<file path="config.mk">
export PLATFORM = sky130hd
export DESIGN_NAME = ninjin_top
export DESIGN_NICKNAME = d
export VERILOG_FILES = /design/src/ninjin_pkg.sv /design/src/mem_sp.sv /design/src/ninjin_pack.sv /design/src/ninjin_ddr_buf.sv /design/src/ninjin_top.sv
export SDC_FILE = /design/constraint.sdc
export NUM_CORES = 2
export LEC_CHECK = 0
export BUFFER_PORTS_ARGS = -buffer_cell sky130_fd_sc_hd__buf_2
export CAP_MARGIN = 0
export CORE_UTILIZATION = 45
export CTS_CLUSTER_DIAMETER = 40
export CTS_CLUSTER_SIZE = 25
export DETAILED_ROUTE_END_ITERATION = 10
export PLACE_DENSITY = 0.61
export SYNTH_ARGS = -nofsm -noshare
export SYNTH_HDL_FRONTEND = slang
export SYNTH_SLANG_ARGS = --single-unit
</file>
<file path="constraint.sdc">
create_clock -name clk -period 10.3 [get_ports clk]
set_input_delay 1.03 -clock clk [delete_from_list [all_inputs] [get_ports clk]]
set_output_delay 1.03 -clock clk [all_outputs]
set_load 0.05 [all_outputs]
</file>
<file path="src/ninjin_pkg.sv">
`default_nettype none

package ninjin_pkg;

  // Default geometry of the write-back path.
  localparam int DWIDTH_DEF    = 16;  // Core word width.
  localparam int BWIDTH_DEF    = 64;  // DDR beat width.
  localparam int BURST_LEN_DEF = 8;   // Beats per ping-pong buffer.
  localparam int IMGSIZE_DEF   = 12;  // Word address width.
  localparam int LWIDTH_DEF    = 16;  // Width of the total word count.

  // Relation of a write to the one before it.
  typedef enum logic [1:0] {
    S_IDLE,   // No write this cycle.
    S_INCR,   // Previous address plus one.
    S_TRANS   // First write of a job, or a jump.
  } step_t;

  // Life cycle of one ping-pong buffer.
  typedef enum logic [1:0] {
    BUF_FILL,   // Receiving beats from the packer.
    BUF_FULL,   // Closed, waiting for its request.
    BUF_DRAIN,  // Being read by the DDR master.
    BUF_FREE    // Empty.
  } buf_state_t;

endpackage

`default_nettype wire

</file>
<file path="src/mem_sp.sv">
`default_nettype none

module mem_sp #(
  parameter int WIDTH  = 64,
  parameter int AWIDTH = 3
) (
  input  logic              clk,
  input  logic              we,
  input  logic [AWIDTH-1:0] addr,
  input  logic [WIDTH-1:0]  wdata,
  output logic [WIDTH-1:0]  rdata
);

  localparam int DEPTH = 2 ** AWIDTH;

  logic [WIDTH-1:0] mem [DEPTH];

  always_ff @(posedge clk) begin
    if (we) begin
      mem[addr] <= wdata;
    end
  end

  // One cycle read latency.
  always_ff @(posedge clk) begin
    rdata <= mem[addr];
  end

endmodule

`default_nettype wire

</file>
<file path="src/ninjin_pack.sv">
`default_nettype none

module ninjin_pack #(
  parameter int DWIDTH  = ninjin_pkg::DWIDTH_DEF,
  parameter int BWIDTH  = ninjin_pkg::BWIDTH_DEF,
  parameter int IMGSIZE = ninjin_pkg::IMGSIZE_DEF,
  parameter int LWIDTH  = ninjin_pkg::LWIDTH_DEF
) (
  input  logic                     clk,
  input  logic                     xrst,
  input  logic [LWIDTH-1:0]        total_len,
  input  logic                     mem_we,
  input  logic [IMGSIZE-1:0]       mem_addr,
  input  logic signed [DWIDTH-1:0] mem_wdata,
  output logic                     beat_we,
  output logic [BWIDTH-1:0]        beat_data,
  output logic                     beat_first,
  output logic                     beat_last,
  output logic [IMGSIZE-1:0]       beat_base
);

  import ninjin_pkg::*;

  localparam int RATE  = BWIDTH / DWIDTH;
  localparam int LANEW = $clog2(RATE);

  step_t                   step;
  logic                    final_word;  // This write reaches total_len.
  logic                    r_started;
  logic [LWIDTH-1:0]       r_cnt;
  logic [IMGSIZE-1:0]      r_prev;

  step_t                   r_step;
  logic                    r_final;
  logic [IMGSIZE-1:0]      r_addr;
  logic signed [DWIDTH-1:0] r_wdata;

  logic [LANEW-1:0]        r_lane;      // Words already in the partial beat.
  logic [BWIDTH-1:0]       r_part;
  logic                    r_pfirst;    // Partial beat opens its burst.
  logic [IMGSIZE-1:0]      r_base;      // Address of the partial beat's first word.
  logic                    r_tail;      // Lone final word still to send.
  logic [LANEW-1:0]        lane;
  logic [BWIDTH-1:0]       merged;
  logic                    flush;
  logic                    emit_incr;

  always_comb begin
    if (!mem_we)
      step = S_IDLE;
    else if (!r_started || mem_addr != r_prev + IMGSIZE'(1))
      step = S_TRANS;
    else
      step = S_INCR;
  end

  assign final_word = mem_we && (r_cnt + LWIDTH'(1) == total_len);

  // Word count; the job restarts after the last word.
  always_ff @(posedge clk) begin
    if (!xrst) begin
      r_started <= 1'b0;
      r_cnt     <= '0;
    end else if (mem_we) begin
      r_started <= !final_word;
      r_cnt     <= final_word ? '0 : r_cnt + LWIDTH'(1);
    end
  end

  always_ff @(posedge clk) begin
    if (mem_we) begin
      r_prev <= mem_addr;
    end
  end

  // Input register stage.
  always_ff @(posedge clk) begin
    if (!xrst) begin
      r_step  <= S_IDLE;
      r_final <= 1'b0;
    end else begin
      r_step  <= step;
      r_final <= final_word;
    end
  end

  always_ff @(posedge clk) begin
    r_addr  <= mem_addr;
    r_wdata <= mem_wdata;
  end

  // A jump starts the new word in lane 0 of an empty beat.
  always_comb begin
    lane   = (r_step == S_TRANS) ? '0 : r_lane;
    merged = (r_step == S_TRANS) ? '0 : r_part;
    merged[lane*DWIDTH +: DWIDTH] = r_wdata;
  end

  assign flush     = r_step == S_TRANS && r_lane != '0;
  assign emit_incr = r_step == S_INCR && (r_lane == LANEW'(RATE - 1) || r_final);

  always_ff @(posedge clk) begin
    if (!xrst) begin
      beat_we    <= 1'b0;
      beat_first <= 1'b0;
      beat_last  <= 1'b0;
      r_lane     <= '0;
      r_pfirst   <= 1'b0;
      r_tail     <= 1'b0;
    end else begin
      beat_we <= 1'b0;
      r_tail  <= 1'b0;
      if (r_tail) begin
        beat_we    <= 1'b1;
        beat_first <= 1'b1;
        beat_last  <= 1'b1;
        r_lane     <= '0;
        r_pfirst   <= 1'b0;
      end else if (r_step == S_TRANS) begin
        beat_we    <= flush || r_final;  // Old partial beat, or a one-word job end.
        beat_first <= flush ? r_pfirst : 1'b1;
        beat_last  <= 1'b1;
        r_tail     <= flush && r_final;
        r_lane     <= (r_final && !flush) ? '0 : LANEW'(1);
        r_pfirst   <= !(r_final && !flush);
      end else if (emit_incr) begin
        beat_we    <= 1'b1;
        beat_first <= r_pfirst;
        beat_last  <= r_final;
        r_lane     <= '0;
        r_pfirst   <= 1'b0;
      end else if (r_step == S_INCR) begin
        r_lane <= r_lane + LANEW'(1);
      end
    end
  end

  always_ff @(posedge clk) begin
    if (r_tail) begin
      beat_data <= r_part;
      beat_base <= r_base;
    end else begin
      beat_data <= flush ? r_part : merged;
      beat_base <= (r_step == S_TRANS && !flush) ? r_addr : r_base;
    end
    if (r_step == S_TRANS) begin
      r_part <= merged;
      r_base <= r_addr;  // New burst base.
    end else if (r_step == S_INCR) begin
      r_part <= emit_incr ? '0 : merged;  // Empty lanes stay zero.
      if (emit_incr) begin
        r_base <= r_addr + IMGSIZE'(1);  // Next beat starts at the following word.
      end
    end
  end

endmodule

`default_nettype wire

</file>
<file path="src/ninjin_ddr_buf.sv">
`default_nettype none

module ninjin_ddr_buf #(
  parameter int    BWIDTH    = ninjin_pkg::BWIDTH_DEF,
  parameter int    BURST_LEN = ninjin_pkg::BURST_LEN_DEF,
  parameter int    IMGSIZE   = ninjin_pkg::IMGSIZE_DEF,
  localparam int   AWIDTH    = $clog2(BURST_LEN),
  localparam int   LENW      = $clog2(BURST_LEN + 1)
) (
  input  logic               clk,
  input  logic               xrst,
  input  logic               beat_we,
  input  logic [BWIDTH-1:0]  beat_data,
  input  logic               beat_first,
  input  logic               beat_last,
  input  logic [IMGSIZE-1:0] beat_base,
  input  logic               ddr_re,
  input  logic [AWIDTH-1:0]  ddr_addr,
  output logic               mem_ready,
  output logic               ddr_req,
  output logic [IMGSIZE-1:0] ddr_base,
  output logic [LENW-1:0]    ddr_len,
  output logic [BWIDTH-1:0]  ddr_wdata
);

  import ninjin_pkg::*;

  buf_state_t         r_state [2];
  logic [LENW-1:0]    r_len [2];      // Beats written, later the burst length.
  logic [IMGSIZE-1:0] r_base [2];
  logic               r_turn;         // Buffer being filled.
  logic               r_dsel;         // Oldest closed buffer, next to drain.
  logic               r_rsel;         // Buffer read in the previous cycle.

  step_t              beat_step;
  logic               split;
  logic               dst;
  logic [LENW-1:0]    widx;
  logic               seal_dst;
  logic               drain_last;
  logic [1:0]         fill_we;
  logic [1:0]         seal;
  logic [AWIDTH-1:0]  buf_addr [2];
  logic [BWIDTH-1:0]  buf_rdata [2];

  always_comb begin
    if (!beat_we)
      beat_step = S_IDLE;
    else if (beat_first)
      beat_step = S_TRANS;
    else
      beat_step = S_INCR;
  end

  // A new burst while the fill buffer still holds beats closes that buffer
  // and lands in the other one.
  assign split      = beat_step == S_TRANS && r_len[r_turn] != '0;
  assign dst        = r_turn ^ split;
  assign widx       = split ? '0 : r_len[r_turn];
  assign seal_dst   = beat_last || widx == LENW'(BURST_LEN - 1);
  assign drain_last = ddr_re && LENW'(ddr_addr) == r_len[r_dsel] - LENW'(1);

  always_comb begin
    for (int i = 0; i < 2; i++) begin
      fill_we[i] = beat_step != S_IDLE && dst == 1'(i);
      seal[i]    = (split && r_turn == 1'(i)) || (fill_we[i] && seal_dst);
      // Fill side owns the address until the buffer is closed.
      if (r_state[i] == BUF_FREE || r_state[i] == BUF_FILL)
        buf_addr[i] = widx[AWIDTH-1:0];
      else
        buf_addr[i] = ddr_addr;
    end
  end

  always_ff @(posedge clk) begin
    if (!xrst) begin
      r_turn <= 1'b0;
      r_dsel <= 1'b0;
    end else begin
      if (beat_step != S_IDLE) begin
        r_turn <= r_turn ^ split ^ seal_dst;  // One flip per closed buffer.
      end
      if (drain_last) begin
        r_dsel <= ~r_dsel;
      end
    end
  end

  always_ff @(posedge clk) begin
    if (ddr_re) begin
      r_rsel <= r_dsel;
    end
  end

  always_ff @(posedge clk) begin
    if (!xrst) begin
      for (int i = 0; i < 2; i++) begin
        r_state[i] <= BUF_FREE;
        r_len[i]   <= '0;
      end
    end else begin
      for (int i = 0; i < 2; i++) begin
        if (drain_last && r_dsel == 1'(i)) begin
          r_state[i] <= BUF_FREE;  // Last beat read.
          r_len[i]   <= '0;
        end else if (ddr_req && r_dsel == 1'(i)) begin
          r_state[i] <= BUF_DRAIN;
        end else begin
          if (seal[i])
            r_state[i] <= BUF_FULL;
          else if (fill_we[i])
            r_state[i] <= BUF_FILL;
          if (fill_we[i]) begin
            r_len[i] <= widx + LENW'(1);
          end
        end
      end
    end
  end

  // The first beat in a buffer sets the burst base.
  always_ff @(posedge clk) begin
    for (int i = 0; i < 2; i++) begin
      if (fill_we[i] && widx == '0) begin
        r_base[i] <= beat_base;
      end
    end
  end

  for (genvar i = 0; i < 2; i++) begin : g_buf
    mem_sp #(
      .WIDTH  (BWIDTH),
      .AWIDTH (AWIDTH)
    ) mem_buf (
      .clk   (clk),
      .we    (fill_we[i]),
      .addr  (buf_addr[i]),
      .wdata (beat_data),
      .rdata (buf_rdata[i])
    );
  end

  // Requests go out in fill order, one drain at a time.
  assign ddr_req   = r_state[r_dsel] == BUF_FULL;
  assign ddr_base  = r_base[r_dsel];
  assign ddr_len   = r_len[r_dsel];
  assign ddr_wdata = buf_rdata[r_rsel];

  // Up to three beats can still land after mem_ready drops, so the fill
  // buffer must keep that much room unless the next buffer is free.
  assign mem_ready = (r_state[r_turn] == BUF_FREE || r_state[r_turn] == BUF_FILL)
                  && (r_state[~r_turn] == BUF_FREE
                      || r_len[r_turn] < LENW'(BURST_LEN - 3));

endmodule

`default_nettype wire

</file>
<file path="src/ninjin_top.sv">
`default_nettype none

module ninjin_top #(
  parameter int  DWIDTH    = ninjin_pkg::DWIDTH_DEF,
  parameter int  BWIDTH    = ninjin_pkg::BWIDTH_DEF,
  parameter int  BURST_LEN = ninjin_pkg::BURST_LEN_DEF,
  parameter int  IMGSIZE   = ninjin_pkg::IMGSIZE_DEF,
  parameter int  LWIDTH    = ninjin_pkg::LWIDTH_DEF,
  localparam int AWIDTH    = $clog2(BURST_LEN),
  localparam int LENW      = $clog2(BURST_LEN + 1)
) (
  input  wire                     clk,
  input  wire                     xrst,
  input  wire [LWIDTH-1:0]        total_len,
  input  wire                     mem_we,
  input  wire [IMGSIZE-1:0]       mem_addr,
  input  wire signed [DWIDTH-1:0] mem_wdata,
  output wire                     mem_ready,
  output wire                     ddr_req,
  output wire [IMGSIZE-1:0]       ddr_base,
  output wire [LENW-1:0]          ddr_len,
  input  wire                     ddr_re,
  input  wire [AWIDTH-1:0]        ddr_addr,
  output wire [BWIDTH-1:0]        ddr_wdata
);

  // Packer to buffer controller.
  wire               beat_we;
  wire [BWIDTH-1:0]  beat_data;
  wire               beat_first;
  wire               beat_last;
  wire [IMGSIZE-1:0] beat_base;

  ninjin_pack #(
    .DWIDTH  (DWIDTH),
    .BWIDTH  (BWIDTH),
    .IMGSIZE (IMGSIZE),
    .LWIDTH  (LWIDTH)
  ) pack0 (
    .clk        (clk),
    .xrst       (xrst),
    .total_len  (total_len),
    .mem_we     (mem_we),
    .mem_addr   (mem_addr),
    .mem_wdata  (mem_wdata),
    .beat_we    (beat_we),
    .beat_data  (beat_data),
    .beat_first (beat_first),
    .beat_last  (beat_last),
    .beat_base  (beat_base)
  );

  ninjin_ddr_buf #(
    .BWIDTH    (BWIDTH),
    .BURST_LEN (BURST_LEN),
    .IMGSIZE   (IMGSIZE)
  ) buf0 (
    .clk        (clk),
    .xrst       (xrst),
    .beat_we    (beat_we),
    .beat_data  (beat_data),
    .beat_first (beat_first),
    .beat_last  (beat_last),
    .beat_base  (beat_base),
    .ddr_re     (ddr_re),
    .ddr_addr   (ddr_addr),
    .mem_ready  (mem_ready),
    .ddr_req    (ddr_req),
    .ddr_base   (ddr_base),
    .ddr_len    (ddr_len),
    .ddr_wdata  (ddr_wdata)
  );

endmodule

`default_nettype wire

</file>
Word level (Yosys, flattened, before mapping)

Memory sizes are Yosys's and may differ from the RTL's. A register that Yosys moved wholly into a read port is not among the register bits.
Cells that the tools add are included.
W data, S select, Z words.

Flip-flop bits (word level): 222
Bits in writable memories: 1,060
Bits of input ports: 51
Output and inout bits: 82
Logic and storage cells: 235
Memories: 5

$add $sub $neg: 7
Magnitude comparators: 2
Equality and inequality tests: 13
Shift operators: 2
Muxes and demuxes: 115
Bitwise operators: 20
Reduce and logical (&&, ||, !) cells: 51

Memory list:

| memory                    | depth | bits a word | rd ports | clocked after memory_dff | write ports | line                 | text |
|---|---|---|---|---|---|---|---|
| buf0.g_buf[0].mem_buf.mem | 8     | 64          | 1        | 1                        | 1           | mem_sp.sv:16         | `logic [WIDTH-1:0] mem [DEPTH];` |
| buf0.g_buf[1].mem_buf.mem | 8     | 64          | 1        | 1                        | 1           | mem_sp.sv:16         |  |
| buf0.r_base               | 2     | 12          | 1        | 1                        | 1           | ninjin_ddr_buf.sv:30 | `logic [IMGSIZE-1:0] r_base [2];` |
| buf0.r_len                | 2     | 4           | 2        | 2                        | 2           | ninjin_ddr_buf.sv:29 | `logic [LENW-1:0] r_len [2];` |
| buf0.r_state              | 2     | 2           | 5        | 2                        | 2           | ninjin_ddr_buf.sv:28 | `buf_state_t r_state [2];` |

Operators with widths:

| kind                       | number |
|---|---|
| $mux W64                   | 9 |
| $mux W1                    | 76 |
| $mux W12                   | 6 |
| $bwmux W64                 | 1 |
| $shift A16 B34 Y64 const A | 1 |
| $shiftx A16 B34 Y64        | 1 |
| $neg A6 Y34                | 1 |
| $mux W2                    | 15 |
| $add A12 B1 Y12 const B    | 2 |
| $logic_and A1 B1 Y1        | 21 |
| $mux W4                    | 5 |
| $add A16 B1 Y16 const B    | 1 |
| $eq A16 B16 Y1             | 1 |
| $mux W16                   | 1 |
| $eq A2 B2 Y1 const B       | 7 |
| $ne A12 B12 Y1             | 1 |
| $or A1 B1 Y1               | 12 |
| $reduce_or A12 Y1          | 1 |
| $logic_or A1 B1 Y1         | 10 |
| $reduce_bool A2 Y1         | 4 |
| $logic_not A2 Y1           | 3 |
| $mux W3                    | 2 |
| $reduce_bool A3 Y1         | 2 |
| $not A1 Y1                 | 5 |
| 16 further kinds           | 22 |

Logic depth before layout (Yosys ltp)

Word-level depth: 16
Gate-level depth with buffers: 12
Mapped depth without buffers: 10

By module

From an unflattened synthesis, not the netlist that was laid out.

Cell total of the unflattened synthesis: 3,068
Area total of the unflattened synthesis: 53,572.6 sq um

Modules (own cells, without submodules):

| module                         | times used | cells each | area each (sq um) | seq. area each (sq um) |
|---|---|---|---|---|
| mem_sp (buf0.g_buf[1].mem_buf) | 1          | 1,015      | 20,727.4          | 16,656.0 |
| mem_sp (buf0.g_buf[0].mem_buf) | 1          | 1,015      | 20,724.9          | 16,656.0 |
| ninjin_pack                    | 1          | 785        | 9,163.8           | 5,265.0 |
| ninjin_ddr_buf                 | 1          | 253        | 2,956.6           | 1,191.1 |

Least setup slack after synthesis

No wires, ideal clock.

Path kind: input to register
From: input ddr_addr[0]
To: memory buf0.g_buf[0].mem_buf.mem[2][0], enable pin
Setup time: 0.644 ns
Data arrival time: 7.880 ns
Data required time: 9.656 ns
Slack: 1.776 ns
Stages on the path: 5
Buffers on the path: 3
Cell sequence: a21o_1 -> buf_2 -> clkbuf_1 -> clkbuf_1 -> nor4_1

Word-level cells in the longest chain between the ends: 1

RTL lines:

| item        | line                 | text |
|---|---|---|
| from (decl) | ninjin_top.sv:23     | `input wire [AWIDTH-1:0] ddr_addr,` |
| $mux W3     | ninjin_ddr_buf.sv:68 | `if (r_state[i] == BUF_FREE \|\| r_state[i] == BUF_FILL)` |
| to (decl)   | mem_sp.sv:16         |  |

Every way passes these cells.

==> run_results.csv <==
group,metric,value,unit
outcome,run_status,"finished clean",
min_path,hold_path_class,"in -> reg",
timing,skew,30.6,ps
floorplanning,die-area,121000,um2
timing,tightest_slew,1180,ps
pwr,clkPwrFrac,0.429,
timing,slew_headroom,0.207,
timing,final-max-slew-violation-count,0,
timing,setup_viol,0,
global_routing,grt_max_degree,153,
timing,post-route-period-util,0.478,
placement,gp_congestion,0.795,
drt,drt-vias-per-instance,5.44,
logic_synthesis,netlist-cell-type-count,75,
worst_setup_path,cp_cell_sequence,"xnor2_2, mux2i_4, buf_4, nand2_1, buf_4, nor2_4, buf_4",
worst_setup_path,path_class,"reg -> reg",
pwr,power.leakage,22.4,nW
logic_synthesis,synth_edf_count,1149,
clock_tree,clock_path_buffers,3,
timing,period_needed,4920,ps
timing,fin_ws,5380,ps
timing,rsz0062_at_grt,"no",
worst_setup_path,start_kind,"flop",
global_routing,grt_pass1_wl,195000,um
drt,firstDrtPassIters,6,
pwr,power_switching,3.50,mW
worst_setup_path,cp_data_arrival_time,5300,ps
placement,portBuffers,132,
logic_synthesis,synth_ff_type,"edfxtp_1",
pwr,vdd_drop_max,0.000129,V
worst_setup_path,max_stage_delay,900,ps
flow_run,cap_violations,0,
clock_tree,worstSkewPairLatency,750,ps
clock_tree,cts_inserted_buffers,155,
logic_synthesis,avgSynthCellArea,13.4,um2
layout,multi_input_area,13200,um2
floorplanning,start_util,0.455,
layout,fillers,9789,
placement,pre_cts_slack,5340,ps
pwr,power.internal,10.3,mW
clock_tree,clk_pin_slew_worst_paths,70,ps
timing,hold-worst-slack,391,ps
logic_synthesis,ys_async_sr_fraction,0,
worst_setup_path,path_common_cell,"buf_4",
drt,drc_errors,0,
floorplanning,die_h,348,um
logic_synthesis,ys_seq_area_frac,0.738,
global_routing,grt-ovfl-total,0,
global_routing,grtUsageTotal,0.215,
pwr,seqPwrFrac,0.480,
global_routing,antenna_found_initial,4,
layout,area_growth,14.7,%
timing,fmax,0.203,GHz
layout,regArea,39800,um2
floorplanning,pin_count,133,
timing,setup_tns,0,ps
drt,routed-via-count,31914,
layout,final_cells,5862,
pwr,combinationalPowerShare,0.091,
worst_setup_path,required,10680,ps
layout,drive_gt1_frac,0.150,
drt,wl_per_cell,22.2,um
logic_synthesis,ys_seq_elements,1412,
logic_synthesis,synth_area,53900,um2
clock_tree,postCtsSetupBuffers,0,
worst_setup_path,endpoint_kind,"flop",
pwr,p_per_area,223,nW/um2
clock_tree,post_cts_resized,0,
global_routing,grt_pass1_vias,30859,
layout,fin_nets,4199,
floorplanning,die_w,348,um
placement,dp.cells,5572,
logic_synthesis,synth.net_count,4094,
drt,antenna_left,0,
clock_tree,cts_root_buf,"clkbuf_16",
worst_setup_path,critPathMaxFanout,34,
clock_tree,cts_hold_buf,0,
floorplanning,num_rows,126,
pwr,power,13.8,mW
placement,dp.final_hpwl,73700,um
timing,finalHoldViolCount,0,
floorplanning,core_area,118000,um2
pwr,p_sw_frac,0.254,
clock_tree,h-tree-depth,4,
worst_setup_path,cp_slowest_cell,"nor2_4",
logic_synthesis,synth_cells,4024,
drt,drtIter0Drc,2876,
drt,wl,130000,um
logic_synthesis,yosysWarnings,0,
clock_tree,clock_sinks,1412,
clock_tree,cts_tree,"yes",
## state kept, by name, indices dropped and copies added, names as in the netlist, 2 cells and up, named ones only
register and cells:
pack0.r_base 12, buf0.r_len 8, pack0.r_addr 12, pack0.r_wdata 16, pack0.beat_base 12, pack0.beat_data 64
buf0.g_buf.mem_buf.rdata 128, buf0.r_state 4, pack0.r_part 64, pack0.r_cnt 16, buf0.g_buf.mem_buf.mem 1024, pack0.r_lane 2
buf0.r_base 24, pack0.r_prev 12, pack0.r_step 2
## cells in the mapped netlist (4+ instances only)
cell type	number	area, um2
buf_1	31	116
a22o_1	64	561
o221ai_1	15	131
nor3b_1	5	37.5
o22ai_1	22	138
mux2_1	4	45.0
a22oi_1	79	593
clkbuf_1	143	537
xnor2_1	37	324
nand3_1	531	2660
nor2_1	131	492
and3_1	34	213
clkbuf_2	11	55.1
edfxtp_1	1149	34500
nand3b_1	4	30.0
o21ai_1	4	20.0
mux2_2	121	1360
ha_1	19	238
buf_2	51	255
xor2_1	28	245
nor4_1	7	43.8
nand2_1	896	3360
mux2i_1	69	691
dfxtp_1	263	5270
nand4_1	11	68.8
a211o_1	20	175
buf_4	10	75.1
nor3_1	22	110
nand2b_1	7	43.8
and2_1	12	75.1
o21ai_0	80	400
nor2b_1	13	81.3
a21oi_1	33	165
a211oi_1	20	150
inv_1	24	90.1
## placed cells by master, fill, tap and decap left out, types with 12 or more instances in the layout
| cell | n |
|---|---|
| nand3_1 | 531 |
| nor3_1 | 18 |
| xnor2_1 | 37 |
| buf_4 | 61 |
| a21oi_1 | 31 |
| and2_1 | 12 |
| nor2_1 | 120 |
| a22oi_1 | 79 |
| ha_1 | 19 |
| nor2b_1 | 13 |
| xor2_1 | 28 |
| inv_1 | 23 |
| edfxtp_1 | 1149 |
| a211oi_1 | 20 |
| clkinv_2 | 13 |
| clkbuf_16 | 161 |
| bufinv_16 | 20 |
| mux2_2 | 119 |
| a211o_1 | 20 |
| buf_2 | 132 |
| o221ai_1 | 15 |
| inv_6 | 31 |
| mux2i_1 | 66 |
| o22ai_1 | 22 |
| a22o_1 | 64 |
| dfxtp_1 | 263 |
| and3_1 | 34 |
| o21ai_0 | 80 |
| nand2_1 | 896 |
## routing by layer
metal / part of all wire / GRT usage / routed length (um)
met5: 0.00010 / 0 / 13
met4: 0.026 / 0.0668 / 3360
met3: 0.062 / 0.0366 / 8050
met2: 0.47 / 0.342 / 61400
met1: 0.44 / 0.301 / 57500
## logic make-up (layout without fill, tap and decap cells)
group | count (synthesis) | count (layout) | share of synthesized area
adders and majority gates | 19 | 19 | 0.00441
DFF | 1412 | 1412 | 0.738
buffers and inverters | 271 | 507 | 0.0212
other | 0 | 2 | 0
and+or+nand+nor | 1690 | 1690 | 0.137
muxes | 196 | 196 | 0.0396
AOI/OAI and AO/OA | 370 | 370 | 0.0488
xor gates and xnor gates | 66 | 66 | 0.0109
## worst max-delay path, delay by kind of cell (launching register included)
kind	cells	cell delay, ps
xor+xnor	1	660
buf+inv	3	1550
flops	1	460
mux	1	330
simple gates	2	1450
## per-stage QoR
stage | utilization | instance area (um2)
after CTS | 0.522 | 61800
after global routing | 0.522 | 61800
after detailed placement | 0.475 | 56200
final | 0.522 | 61800
after global placement | 0.475 | 56200
after floorplan | - | 53900
## power groups by stage
stage          registers [mW]  clock network, mW  logic [mW]
2_1_floorplan            6.61                  0       0.921
3_3_place_gp             6.73                  0        1.27
3_5_place_dp             6.74                  0        1.27
4_1_cts                  6.62               6.00        1.28
5_1_grt                  6.64               6.22        1.37
6_report                 6.61               5.91        1.26
## path summary, 6_finish.rpt
path,startpoint,end,slack [ps],cells after the start
hold / removal,mem_wdata[4],pack0.r_wdata[4],390,1
setup / recovery,buf0.r_state[1][1],buf0.g_buf[1].mem_buf.mem[1][17],5380,7
hold reg to reg,pack0.beat_base[9],buf0.r_base[1][9],430,0
setup reg to reg,buf0.r_state[1][1],buf0.g_buf[1].mem_buf.mem[1][17],5380,7
## cell type report
cell class,instances,area share
clock inverter,107,0.0223
sequential,1412,0.643
inverter,24,0.00146
clock buffer,181,0.0680
timing repair buffer,195,0.0187
antenna,2,0.0000810
multi-input combinational,2341,0.214
tap,1600,0.0324
(Power assumes the default switching activity.)
